--- src/hw/rv32i_pkg.sv ---
package rv32i_pkg;

    typedef logic [31:0] rv32i_word;
    typedef logic [4:0]  rv32i_reg;

    // ALU operations. Pass-b forwards operand B for LUI.
    typedef enum logic [3:0] {
        alu_add    = 4'd0,
        alu_sub    = 4'd1,
        alu_sll    = 4'd2,
        alu_slt    = 4'd3,
        alu_sltu   = 4'd4,
        alu_xor    = 4'd5,
        alu_srl    = 4'd6,
        alu_sra    = 4'd7,
        alu_or     = 4'd8,
        alu_and    = 4'd9,
        alu_pass_b = 4'd10
    } alu_op_t;

    typedef enum logic [1:0] {
        src_a_rs1  = 2'd0,
        src_a_pc   = 2'd1,
        src_a_zero = 2'd2
    } src_a_sel_t;

    typedef enum logic [2:0] {
        imm_i = 3'd0,
        imm_s = 3'd1,
        imm_b = 3'd2,
        imm_u = 3'd3,
        imm_j = 3'd4
    } imm_sel_t;

    // Control word of 21 bits.
    typedef struct packed {
        alu_op_t    alu_op;
        src_a_sel_t src_a_sel;
        logic       use_imm;   // Operand B is the immediate.
        imm_sel_t   imm_sel;
        rv32i_reg   rs1;
        rv32i_reg   rs2;
        logic       reg_write;
    } ctrl_word_t;

    localparam logic [6:0] op_reg   = 7'b0110011;
    localparam logic [6:0] op_imm   = 7'b0010011;
    localparam logic [6:0] op_lui   = 7'b0110111;
    localparam logic [6:0] op_auipc = 7'b0010111;

    localparam logic [2:0] f3_add_sub = 3'b000;
    localparam logic [2:0] f3_sll     = 3'b001;
    localparam logic [2:0] f3_slt     = 3'b010;
    localparam logic [2:0] f3_sltu    = 3'b011;
    localparam logic [2:0] f3_xor     = 3'b100;
    localparam logic [2:0] f3_srl_sra = 3'b101;
    localparam logic [2:0] f3_or      = 3'b110;
    localparam logic [2:0] f3_and     = 3'b111;

    localparam logic [6:0] f7_base = 7'b0000000;
    localparam logic [6:0] f7_alt  = 7'b0100000; // Sub and sra.

endpackage

--- src/hw/control_word.sv ---
`timescale 1ns/1ps

module control_word
    import rv32i_pkg::*;
(
    input  rv32i_word  instr,
    output ctrl_word_t ctrl_wd,
    output rv32i_reg   dest,
    output logic       illegal
);

    logic [6:0] opcode;
    logic [2:0] funct3;
    logic [6:0] funct7;
    logic       f7_ok;

    assign opcode = instr[6:0];
    assign funct3 = instr[14:12];
    assign funct7 = instr[31:25];
    assign dest   = instr[11:7];

    // Shared funct3 mapping. Alt selects sub or sra.
    function automatic alu_op_t alu_from_funct(logic [2:0] f3, logic alt);
        alu_op_t op;
        case (f3)
            f3_add_sub: op = alt ? alu_sub : alu_add;
            f3_sll:     op = alu_sll;
            f3_slt:     op = alu_slt;
            f3_sltu:    op = alu_sltu;
            f3_xor:     op = alu_xor;
            f3_srl_sra: op = alt ? alu_sra : alu_srl;
            f3_or:      op = alu_or;
            default:    op = alu_and;
        endcase
        return op;
    endfunction

    always_comb begin
        ctrl_wd.alu_op    = alu_add;
        ctrl_wd.src_a_sel = src_a_rs1;
        ctrl_wd.use_imm   = 1'b0;
        ctrl_wd.imm_sel   = imm_i;
        ctrl_wd.rs1       = '0;
        ctrl_wd.rs2       = '0;
        ctrl_wd.reg_write = 1'b0;
        f7_ok             = 1'b1;
        illegal           = 1'b0;

        case (opcode)
            op_reg: begin
                ctrl_wd.rs1       = instr[19:15];
                ctrl_wd.rs2       = instr[24:20];
                ctrl_wd.reg_write = 1'b1;
                ctrl_wd.alu_op    = alu_from_funct(funct3, funct7 == f7_alt);
                // Only add and srl have an alternate form.
                f7_ok = (funct7 == f7_base) ||
                        (funct7 == f7_alt &&
                         (funct3 == f3_add_sub || funct3 == f3_srl_sra));
            end
            op_imm: begin
                ctrl_wd.rs1       = instr[19:15];
                ctrl_wd.use_imm   = 1'b1;
                ctrl_wd.reg_write = 1'b1;
                ctrl_wd.alu_op    = alu_from_funct(funct3,
                                        funct3 == f3_srl_sra && funct7 == f7_alt);
                if (funct3 == f3_sll)
                    f7_ok = (funct7 == f7_base);
                else if (funct3 == f3_srl_sra)
                    f7_ok = (funct7 == f7_base) || (funct7 == f7_alt);
            end
            op_lui: begin
                ctrl_wd.src_a_sel = src_a_zero;
                ctrl_wd.use_imm   = 1'b1;
                ctrl_wd.imm_sel   = imm_u;
                ctrl_wd.alu_op    = alu_pass_b;
                ctrl_wd.reg_write = 1'b1;
            end
            op_auipc: begin
                ctrl_wd.src_a_sel = src_a_pc; // Pc plus u immediate.
                ctrl_wd.use_imm   = 1'b1;
                ctrl_wd.imm_sel   = imm_u;
                ctrl_wd.reg_write = 1'b1;
            end
            default: illegal = 1'b1;
        endcase

        if (!f7_ok)
            illegal = 1'b1;
        if (illegal)
            ctrl_wd.reg_write = 1'b0; // Illegal writes nothing.
    end

endmodule

--- src/hw/regfile.sv ---
`timescale 1ns/1ps

module regfile
    import rv32i_pkg::*;
#(
    parameter int num_regs = 32
)
(
    input  logic      clk,
    input  logic      rst_n,
    input  logic      load,
    input  rv32i_word in,
    input  rv32i_reg  src_a,
    input  rv32i_reg  src_b,
    input  rv32i_reg  dest,
    output rv32i_word reg_a,
    output rv32i_word reg_b
);

    rv32i_word regs [1:num_regs-1]; // x0 has no storage.

    // Zero for x0 and out-of-range indices. Same-cycle writes bypass.
    function automatic rv32i_word read_port(rv32i_reg idx);
        rv32i_word value;
        value = '0;
        if (idx != '0 && int'(idx) < num_regs) begin
            if (load && dest == idx)
                value = in;
            else
                value = regs[idx];
        end
        return value;
    endfunction

    always_ff @(posedge clk) begin
        if (!rst_n) begin
            for (int i = 1; i < num_regs; i++)
                regs[i] <= '0;
        end else if (load && dest != '0 && int'(dest) < num_regs) begin
            regs[dest] <= in;
        end
    end

    always_comb begin
        reg_a = read_port(src_a);
        reg_b = read_port(src_b);
    end

    a_x0_reads_zero: assert property (@(posedge clk) disable iff (!rst_n)
        (src_a == '0 || src_b == '0) |->
            ((src_a != '0 || reg_a == '0) && (src_b != '0 || reg_b == '0)));

endmodule

--- src/hw/stage_reg.sv ---
`timescale 1ns/1ps

module stage_reg #(
    parameter type payload_t = logic
)
(
    input  logic     clk,
    input  logic     rst_n,
    input  logic     in_valid,
    input  payload_t in_data,
    output logic     out_valid,
    output payload_t out_data
);

    always_ff @(posedge clk) begin
        if (!rst_n)
            out_valid <= 1'b0;
        else
            out_valid <= in_valid;
    end

    // Payload moves every cycle.
    always_ff @(posedge clk) begin
        out_data <= in_data;
    end

    a_valid_known: assert property (@(posedge clk) disable iff (!rst_n)
        !$isunknown(out_valid));

endmodule

--- src/hw/i_decode.sv ---
`timescale 1ns/1ps

module i_decode
    import rv32i_pkg::*;
#(
    parameter int num_regs = 32
)
(
    input  logic       clk,
    input  logic       rst_n,
    input  logic       id_valid,
    input  rv32i_word  id_instr,
    input  rv32i_word  id_pc,
    input  logic       load_regfile,
    input  rv32i_reg   rd_wb,       // Write index from writeback.
    input  rv32i_word  regfile_in,
    output ctrl_word_t ctrl_wd,
    output rv32i_word  rs1_data,
    output rv32i_word  rs2_data,
    output rv32i_word  imm,
    output rv32i_reg   rd,
    output logic       illegal
);

    rv32i_word i_imm, s_imm, b_imm, u_imm, j_imm;
    logic      dec_illegal;

    // Sign-extended immediates.
    assign i_imm = {{21{id_instr[31]}}, id_instr[30:20]};
    assign s_imm = {{21{id_instr[31]}}, id_instr[30:25], id_instr[11:7]};
    assign b_imm = {{20{id_instr[31]}}, id_instr[7], id_instr[30:25],
                    id_instr[11:8], 1'b0};
    assign u_imm = {id_instr[31:12], 12'h000};
    assign j_imm = {{12{id_instr[31]}}, id_instr[19:12], id_instr[20],
                    id_instr[30:21], 1'b0};

    always_comb begin
        case (ctrl_wd.imm_sel)
            imm_s:   imm = s_imm;
            imm_b:   imm = b_imm;
            imm_u:   imm = u_imm;
            imm_j:   imm = j_imm;
            default: imm = i_imm;
        endcase
    end

    assign illegal = id_valid && dec_illegal; // Only a real instruction is flagged.

    control_word u_control_word (
        .instr   (id_instr),
        .ctrl_wd (ctrl_wd),
        .dest    (rd),
        .illegal (dec_illegal)
    );

    regfile #(
        .num_regs (num_regs)
    ) u_regfile (
        .clk   (clk),
        .rst_n (rst_n),
        .load  (load_regfile),
        .in    (regfile_in),
        .src_a (ctrl_wd.rs1),
        .src_b (ctrl_wd.rs2),
        .dest  (rd_wb),
        .reg_a (rs1_data),
        .reg_b (rs2_data)
    );

    a_illegal_no_write: assert property (@(posedge clk) disable iff (!rst_n)
        id_valid |-> !(illegal && ctrl_wd.reg_write));

    a_pc_known: assert property (@(posedge clk) disable iff (!rst_n)
        id_valid |-> !$isunknown(id_pc));

endmodule

--- src/hw/alu_execute.sv ---
`timescale 1ns/1ps

module alu_execute
    import rv32i_pkg::*;
(
    input  logic       ex_valid,
    input  ctrl_word_t ctrl_wd,
    input  rv32i_word  rs1_data,
    input  rv32i_word  rs2_data,
    input  rv32i_word  imm,
    input  rv32i_word  pc,
    input  logic       fwd_valid,   // Writeback stage is writing.
    input  rv32i_reg   fwd_rd,
    input  rv32i_word  fwd_data,
    output rv32i_word  result
);

    logic      fwd_a, fwd_b;
    rv32i_word src1, src2;
    rv32i_word op_a, op_b;
    logic [4:0] shamt;

    // Forward from writeback on a nonzero index match.
    assign fwd_a = ex_valid && fwd_valid && ctrl_wd.rs1 != '0 && fwd_rd == ctrl_wd.rs1;
    assign fwd_b = ex_valid && fwd_valid && ctrl_wd.rs2 != '0 && fwd_rd == ctrl_wd.rs2;

    assign src1 = fwd_a ? fwd_data : rs1_data;
    assign src2 = fwd_b ? fwd_data : rs2_data;

    always_comb begin
        case (ctrl_wd.src_a_sel)
            src_a_pc:   op_a = pc;
            src_a_zero: op_a = '0;
            default:    op_a = src1;
        endcase
    end

    assign op_b  = ctrl_wd.use_imm ? imm : src2;
    assign shamt = op_b[4:0]; // Low five bits only.

    always_comb begin
        case (ctrl_wd.alu_op)
            alu_add:    result = op_a + op_b;
            alu_sub:    result = op_a - op_b;
            alu_sll:    result = op_a << shamt;
            alu_slt:    result = {31'b0, $signed(op_a) < $signed(op_b)};
            alu_sltu:   result = {31'b0, op_a < op_b};
            alu_xor:    result = op_a ^ op_b;
            alu_srl:    result = op_a >> shamt;
            alu_sra:    result = $unsigned($signed(op_a) >>> shamt);
            alu_or:     result = op_a | op_b;
            alu_and:    result = op_a & op_b;
            alu_pass_b: result = op_b;
            default:    result = '0;
        endcase
    end

endmodule

--- src/hw/rv32i_pipe_top.sv ---
`timescale 1ns/1ps

module rv32i_pipe_top
    import rv32i_pkg::*;
#(
    parameter int num_regs = 32
)
(
    input  logic      clk,
    input  logic      rst_n,
    input  logic      instr_valid,
    input  rv32i_word instr,
    input  rv32i_word pc,
    output logic      wb_valid,
    output rv32i_reg  wb_rd,
    output rv32i_word wb_data,
    output rv32i_word wb_pc,
    output logic      illegal_instr
);

    typedef struct packed {
        rv32i_word instr;
        rv32i_word pc;
    } if_id_t;

    typedef struct packed {
        ctrl_word_t ctrl_wd;
        rv32i_word  rs1_data;
        rv32i_word  rs2_data;
        rv32i_word  imm;
        rv32i_reg   rd;
        logic       illegal;
        rv32i_word  pc;
    } id_ex_t;

    typedef struct packed {
        rv32i_word result;
        rv32i_reg  rd;
        logic      reg_write;
        logic      illegal;
        rv32i_word pc;
    } ex_wb_t;

    logic      if_id_valid, id_ex_valid, ex_wb_valid;
    if_id_t    if_id_in, if_id_out;
    id_ex_t    id_ex_in, id_ex_out;
    ex_wb_t    ex_wb_in, ex_wb_out;
    logic      wb_we;

    assign if_id_in = '{instr: instr, pc: pc};

    stage_reg #(.payload_t(if_id_t)) u_if_id (
        .clk       (clk),
        .rst_n     (rst_n),
        .in_valid  (instr_valid),
        .in_data   (if_id_in),
        .out_valid (if_id_valid),
        .out_data  (if_id_out)
    );

    i_decode #(
        .num_regs (num_regs)
    ) u_i_decode (
        .clk          (clk),
        .rst_n        (rst_n),
        .id_valid     (if_id_valid),
        .id_instr     (if_id_out.instr),
        .id_pc        (if_id_out.pc),
        .load_regfile (wb_we),
        .rd_wb        (wb_rd),
        .regfile_in   (wb_data),
        .ctrl_wd      (id_ex_in.ctrl_wd),
        .rs1_data     (id_ex_in.rs1_data),
        .rs2_data     (id_ex_in.rs2_data),
        .imm          (id_ex_in.imm),
        .rd           (id_ex_in.rd),
        .illegal      (id_ex_in.illegal)
    );

    assign id_ex_in.pc = if_id_out.pc;

    stage_reg #(.payload_t(id_ex_t)) u_id_ex (
        .clk       (clk),
        .rst_n     (rst_n),
        .in_valid  (if_id_valid),
        .in_data   (id_ex_in),
        .out_valid (id_ex_valid),
        .out_data  (id_ex_out)
    );

    alu_execute u_alu_execute (
        .ex_valid  (id_ex_valid),
        .ctrl_wd   (id_ex_out.ctrl_wd),
        .rs1_data  (id_ex_out.rs1_data),
        .rs2_data  (id_ex_out.rs2_data),
        .imm       (id_ex_out.imm),
        .pc        (id_ex_out.pc),
        .fwd_valid (wb_we),
        .fwd_rd    (wb_rd),
        .fwd_data  (wb_data),
        .result    (ex_wb_in.result)
    );

    assign ex_wb_in.rd        = id_ex_out.rd;
    assign ex_wb_in.reg_write = id_ex_out.ctrl_wd.reg_write;
    assign ex_wb_in.illegal   = id_ex_out.illegal;
    assign ex_wb_in.pc        = id_ex_out.pc;

    stage_reg #(.payload_t(ex_wb_t)) u_ex_wb (
        .clk       (clk),
        .rst_n     (rst_n),
        .in_valid  (id_ex_valid),
        .in_data   (ex_wb_in),
        .out_valid (ex_wb_valid),
        .out_data  (ex_wb_out)
    );

    // Writeback drives the regfile and the forward path.
    assign wb_we = ex_wb_valid && ex_wb_out.reg_write && !ex_wb_out.illegal;

    assign wb_valid      = ex_wb_valid && !ex_wb_out.illegal;
    assign illegal_instr = ex_wb_valid && ex_wb_out.illegal; // One pulse per instruction.
    assign wb_rd         = ex_wb_out.rd;
    assign wb_data       = ex_wb_out.result;
    assign wb_pc         = ex_wb_out.pc;

endmodule

--- config.mk ---
export PLATFORM = sky130hd
export DESIGN_NAME = rv32i_pipe_top
export DESIGN_NICKNAME = d
export VERILOG_FILES = /design/src/hw/rv32i_pkg.sv /design/src/hw/control_word.sv /design/src/hw/regfile.sv /design/src/hw/stage_reg.sv /design/src/hw/i_decode.sv /design/src/hw/alu_execute.sv /design/src/hw/rv32i_pipe_top.sv
export SDC_FILE = /design/constraint.sdc
export NUM_CORES = 2
export LEC_CHECK = 0
export ABC_CLOCK_PERIOD_IN_PS = 7000
export CAP_MARGIN = 20
export CORE_MARGIN = 1.5
export CORE_UTILIZATION = 31
export CTS_CLUSTER_DIAMETER = 150
export DETAILED_ROUTE_END_ITERATION = 7
export DONT_BUFFER_PORTS = 1
export PLACE_DENSITY = 0.51
export SETUP_SLACK_MARGIN = 0.3
export SYNTH_ARGS = -nofsm -noshare
export SYNTH_HDL_FRONTEND = slang
export SYNTH_HIERARCHICAL = 1
export SYNTH_SLANG_ARGS = --single-unit
--- constraint.sdc ---
create_clock -name clk -period 7 [get_ports clk]
set_input_delay 1.75 -clock clk [delete_from_list [all_inputs] [get_ports clk]]
set_output_delay 1.75 -clock clk [all_outputs]
set_load 0.02 [all_outputs]
== Word level (Yosys, flattened, before mapping) ==
Memories as Yosys holds them, arrays and structs flattened.
Cells that the tools add are included.

* Add/sub/neg operators: 2
* Multiply operators: 0
* Div/mod/pow operators: 0
* Order comparisons: 2
* Eq/ne operators: 31
* Shift operators: 3
* Mux-type cells: 33
* Bitwise gates (word level): 3
* Reductions and logical operators: 32

{| class="wikitable"
|+ Operators by type and width
! operator !! count
|-
| case mux 32 bit (11 select lines) || 1
|-
| two-way mux 32 bit || 6
|-
| case mux 31 bit (4 select lines) || 1
|-
| < comparator 32 bit || 2
|-
| case mux 32 bit (2 select lines) || 1
|-
| case mux 4 bit (7 select lines) || 2
|-
| adder 32 bit || 1
|-
| AND 32 bit || 1
|-
| OR 32 bit || 1
|-
| OR reduction 32 bit || 1
|-
| << shifter 32 x 5 -> 32 bit || 1
|-
| right shift 32 x 5 -> 32 bit || 1
|-
| >>> shifter 32 x 5 -> 32 bit || 1
|-
| subtractor 32 bit || 1
|-
| bitwise XOR 32 bit || 1
|-
| nonzero test 5 bit || 5
|-
| equality test 7 x 6 -> 1 bit, second input constant || 3
|-
| equality test 5 bit || 4
|-
| equality test 4 x 3 -> 1 bit, second input constant || 4
|-
| logical AND 1 bit || 15
|-
| two-way mux 1 bit || 15
|-
| two-way mux 5 bit || 3
|-
| equality test 7 x 5 -> 1 bit, second input constant || 2
|-
| equality test 4 bit, second input constant || 3
|-
| 20 further kinds || 30
|}

* Flip-flop bits (word level): 290
* Bits in latches: 0
* Memory bits (writable): 992
* ROM bits: 0
* Input bits: 67
* Output and inout bits: 71
* Logic and storage cells: 129
* Memories: 1

{| class="wikitable"
|+ Memory list
! memory !! words !! width !! rd ports !! clocked after Yosys merged registers in !! wr ports !! line !! text
|-
| u_i_decode.u_regfile.regs || 31 || 32 || 2 || 0 || 31 || regfile.sv:20 || <nowiki>rv32i_word regs [1:num_regs-1];</nowiki>
|}

== Longest topological paths before layout ==
* Word-level depth: 9
* Gate-level depth with buffers: 22
* Depth with buffers taken out: 19

== Cells and area by module ==
Netlist, hierarchy kept.

{| class="wikitable"
|+ Modules (own cells, without submodules)
! module !! instances !! cells an instance !! area an instance (µm²) !! sequential area each (µm²)
|-
| regfile || 1 || 3834 || 55074.1 || 30749.5
|-
| alu_execute || 1 || 1726 || 11151.9 || 0.0
|-
| stage_reg (u_id_ex) || 1 || 157 || 3129.3 || 3123.0
|-
| stage_reg (u_ex_wb) || 1 || 73 || 1447.6 || 1441.4
|-
| stage_reg (u_if_id) || 1 || 66 || 1307.5 || 1301.2
|-
| i_decode || 1 || 91 || 598.1 || 0.0
|-
| control_word || 1 || 59 || 394.1 || 0.0
|-
| rv32i_pipe_top || 1 || 3 || 26.3 || 0.0
|}

== Least setup slack after synthesis ==
No wires, ideal clock.

* Path kind: input -> register
* Start: input port rst_n
* End: memory u_i_decode/u_regfile/regs[20][0] (netlist bit) (enable)
* Setup time: 466 ps
* Data arrival time: 4681 ps
* Data required time: 6534 ps
* Slack: 1853 ps
* Stages: 4
* Path buffers: 1
* Cell sequence: nand2_1 > or3_1 > clkbuf_1 > o21ai_0

{| class="wikitable"
|+ RTL lines
! item !! line !! text
|-
| start: declaration || rv32i_pipe_top.sv:10 || <nowiki>input logic rst_n,</nowiki>
|-
| end: declaration || regfile.sv:20 ||
|}

==> impl_results.md <==
* Final Core Density at a little over a third
* Layout cells sized above 1 at between 10% and 20%
* Clock Sinks at about 1300
* Tcrit/Tclk final at 92.1%
* CTS tree: yes
* Largest net degree at the start of global routing at 73
* Clock transition at path regs at about 0.07 ns
* Final setup fails at 0
* IO Count at roughly 140
* Clk_lat worst skew at ~0.84 ns
* Kind of critical path: reg2reg
* CTS Hold Bufs at 0
* Cell area power density at about 220 nW/µm²
* Failing checks: DRC
* R2R setup slack at approximately 0.55 ns
* Worst min-delay path class: reg2reg
* Die ar. at 239000 µm²
* Post-Syn Area at 73100 µm²
* Initial antenna violation count at 31
* R2R Path End: u_ex_wb/out_data[67]
* Slew headroom at a little under an eighth
* CORE AREA at 235000 µm²
* Initial Utilization at around 31%
* Arrival @ worst endpoint at just over 7 ns
* Worst-path cell chain: o21ba_2 > nor3_4 > a311o_1 > inv_1 > ha_1 > inv_1 > fa_1 > nor2b_1 > o21ai_0 > a2111oi_0 > a211oi_1 > o41ai_1 > buf_4 > a221oi_2 > o221ai_1 > a2111oi_0 > o311a_1 > o21ai_1
* HPWL Detailed at around 210000 µm
* Status: complete, but fails checks
* Largest stage delay, worst path at 1.00 ns
* Final min period at 6.45 ns
* Final hold slack at roughly 0.30 ns
* Reg-to-reg startpoint: u_ex_wb/out_data[38]
* Final #Nets at about 6000
* R2R cell count at 18
* Yosys warns at 6
* IO Port Bufs at 0
* Max frequency at approximately 0.16 GHz
* Slew Viols, Final at 0
* Worst-Margin Slew at approximately 1.3 ns
* GPL Wtd Cong at a little under 1
* CP endpoint: u_ex_wb/out_data[67]
* Slowest CP cell: dfxtp_1
* Inserted Clock Buffers at 150
* Total GRT Usage at between 20% and 30%
* Number of global-route vias before repair at between 50000 and 60000
* Routed len/inst at 35.4 µm
* Crit. End Element: register
* RSZ-0062 raised after global routing: no
* Post-CTS setup buffers at 0
* Final wirelength at 323000 µm
* Via density at ~6
* Remaining Overflow, GRT at 0
* Root Driver: clkbuf_16
* Post-Syn Area per Cell at between 10 and 15 µm²
* Die Y at roughly 500 µm
* Max_cap viols at 0
* Fillers at roughly 23000
* Via Count at 54200
* Clock Skew at roughly 0.054 ns
* Post-Layout Cell Count at around 9100
* Layout Area Growth over Synthesis at 12.3%
* Post-route antenna net violation count at 0
* Placed insts at roughly 8800
* Initial DRC count at between 7000 and 8000
* Worst EP required at around 7.7 ns
* DRC at 2
* Setup TNS at 0 ns
* Leakage at around 28 nW
* Maximum clock insertion buffer count at 3
* CP startpoint kind: register
* H-tree levels at 4
* Post-Syn Instances at roughly 6000
* Worst setup path start: u_ex_wb/out_data[38]
* FP Rows at between 150 and 200
* Max FO, Critical Path at 20
* VDD IR max at between 0.0002 and 0.0003 V
* Final Hold Fails at 0
* Die Wd at between 400 and 500 µm
* First-pass GRT wire length at approximately 440000 µm
* First drt pass iteration count at 7
[metal layers]
layer | up-vias | track usage [%] | routed length, µm
met5 | - | 0 | 23
met4 | 4 | 11.9 | 16100
met3 | 655 | 6.87 | 33200
met2 | 3186 | 41.2 | 145000
met1 | 27900 | 34.5 | 129000
li1 | 22400 | - | -
[cells in the final DEF (no fill, tap or decap), drive strengths merged, types with 49 or more instances in the layout]
master	count
and2	1028
edfxtp	1024
mux2i	473
mux4	373
nand2	291
dfxtp	290
nor2	248
buf	242
o21ai	195
a21oi	193
clkbuf	192
a22oi	150
inv	104
ha	98
o22ai	73
a211oi	69
clkinv	66
o221ai	61
nor3	60
a31oi	56
a221oi	50
nand3	49
[metrics by stage]
| stage | power [mW] | area (µm²) | setup slack (ns) |
|---|---|---|---|
| after floorplan | 9.60 | 73200 | 1.85 |
| after global placement | 10.1 | 77100 | 0.484 |
| after detailed placement | 10.1 | 77100 | 0.559 |
| after CTS | 18.1 | 82000 | 0.521 |
| after global routing | 18.5 | 82100 | 0.406 |
| final | 18.0 | 82100 | 0.554 |
[layout make-up]
| cell class | count | area, µm² | share of cell area, % |
|---|---|---|---|
| flip-flops and latches | 1314 | 36600 | 44.6 |
| repair buffers | 242 | 1990 | 2.42 |
| clock inverters | 83 | 883 | 1.08 |
| inverters | 100 | 380 | 0.463 |
| well taps | 3150 | 3940 | 4.80 |
| diodes | 14 | 35.0 | 0.0427 |
| clock buffers | 192 | 4060 | 4.95 |
| multi-input cells | 4032 | 34200 | 41.7 |
[how the worst min path moves through the flow]
stage                               startpoint                   end  slack [ns]  cells past startpoint
final                     u_id_ex/out_data[37]  u_ex_wb/out_data[38]        0.30                      0
after global routing      u_id_ex/out_data[37]  u_ex_wb/out_data[38]        0.30                      0
after CTS                 u_id_ex/out_data[37]  u_ex_wb/out_data[38]        0.30                      0
after detailed placement  u_if_id/out_data[15]  u_id_ex/out_data[15]        0.31                      0
after global placement    u_if_id/out_data[27]  u_id_ex/out_data[27]        0.31                      0
after floorplan           u_id_ex/out_data[32]  u_ex_wb/out_data[32]        0.31                      0
[power breakdown]
group          total [mW]  internal (mW)  switching (mW)
clock network        8.01           4.52            3.49
logic                1.13          0.351           0.777
registers            8.89           8.67           0.222
total                18.0           13.5            4.49
[what timing repair did]
item / in CTS / in global routing
endpoints found under the setup margin: 0 / 4
resized for setup: 0 / 1
endpoints found under the hold margin: 0 / 0
[registers in the layout, summed over array words and instances, names as in the netlist]
register	count
u_ex_wb/out_data	71
u_ex_wb/out_valid	1
u_i_decode/u_regfile/regs	1024
u_id_ex/out_data	152
u_id_ex/out_valid	1
u_if_id/out_data	64
u_if_id/out_valid	1
[critical path, delay by kind of cell (launching register included)]
kind,cells,cell delay (ns)
simple gates,2,0.23
fa+ha+maj,2,0.66
buf+inv,3,0.39
compound gates,11,4.02
flops,1,1.00
Note: power is estimated with default switching activity, not from simulation.
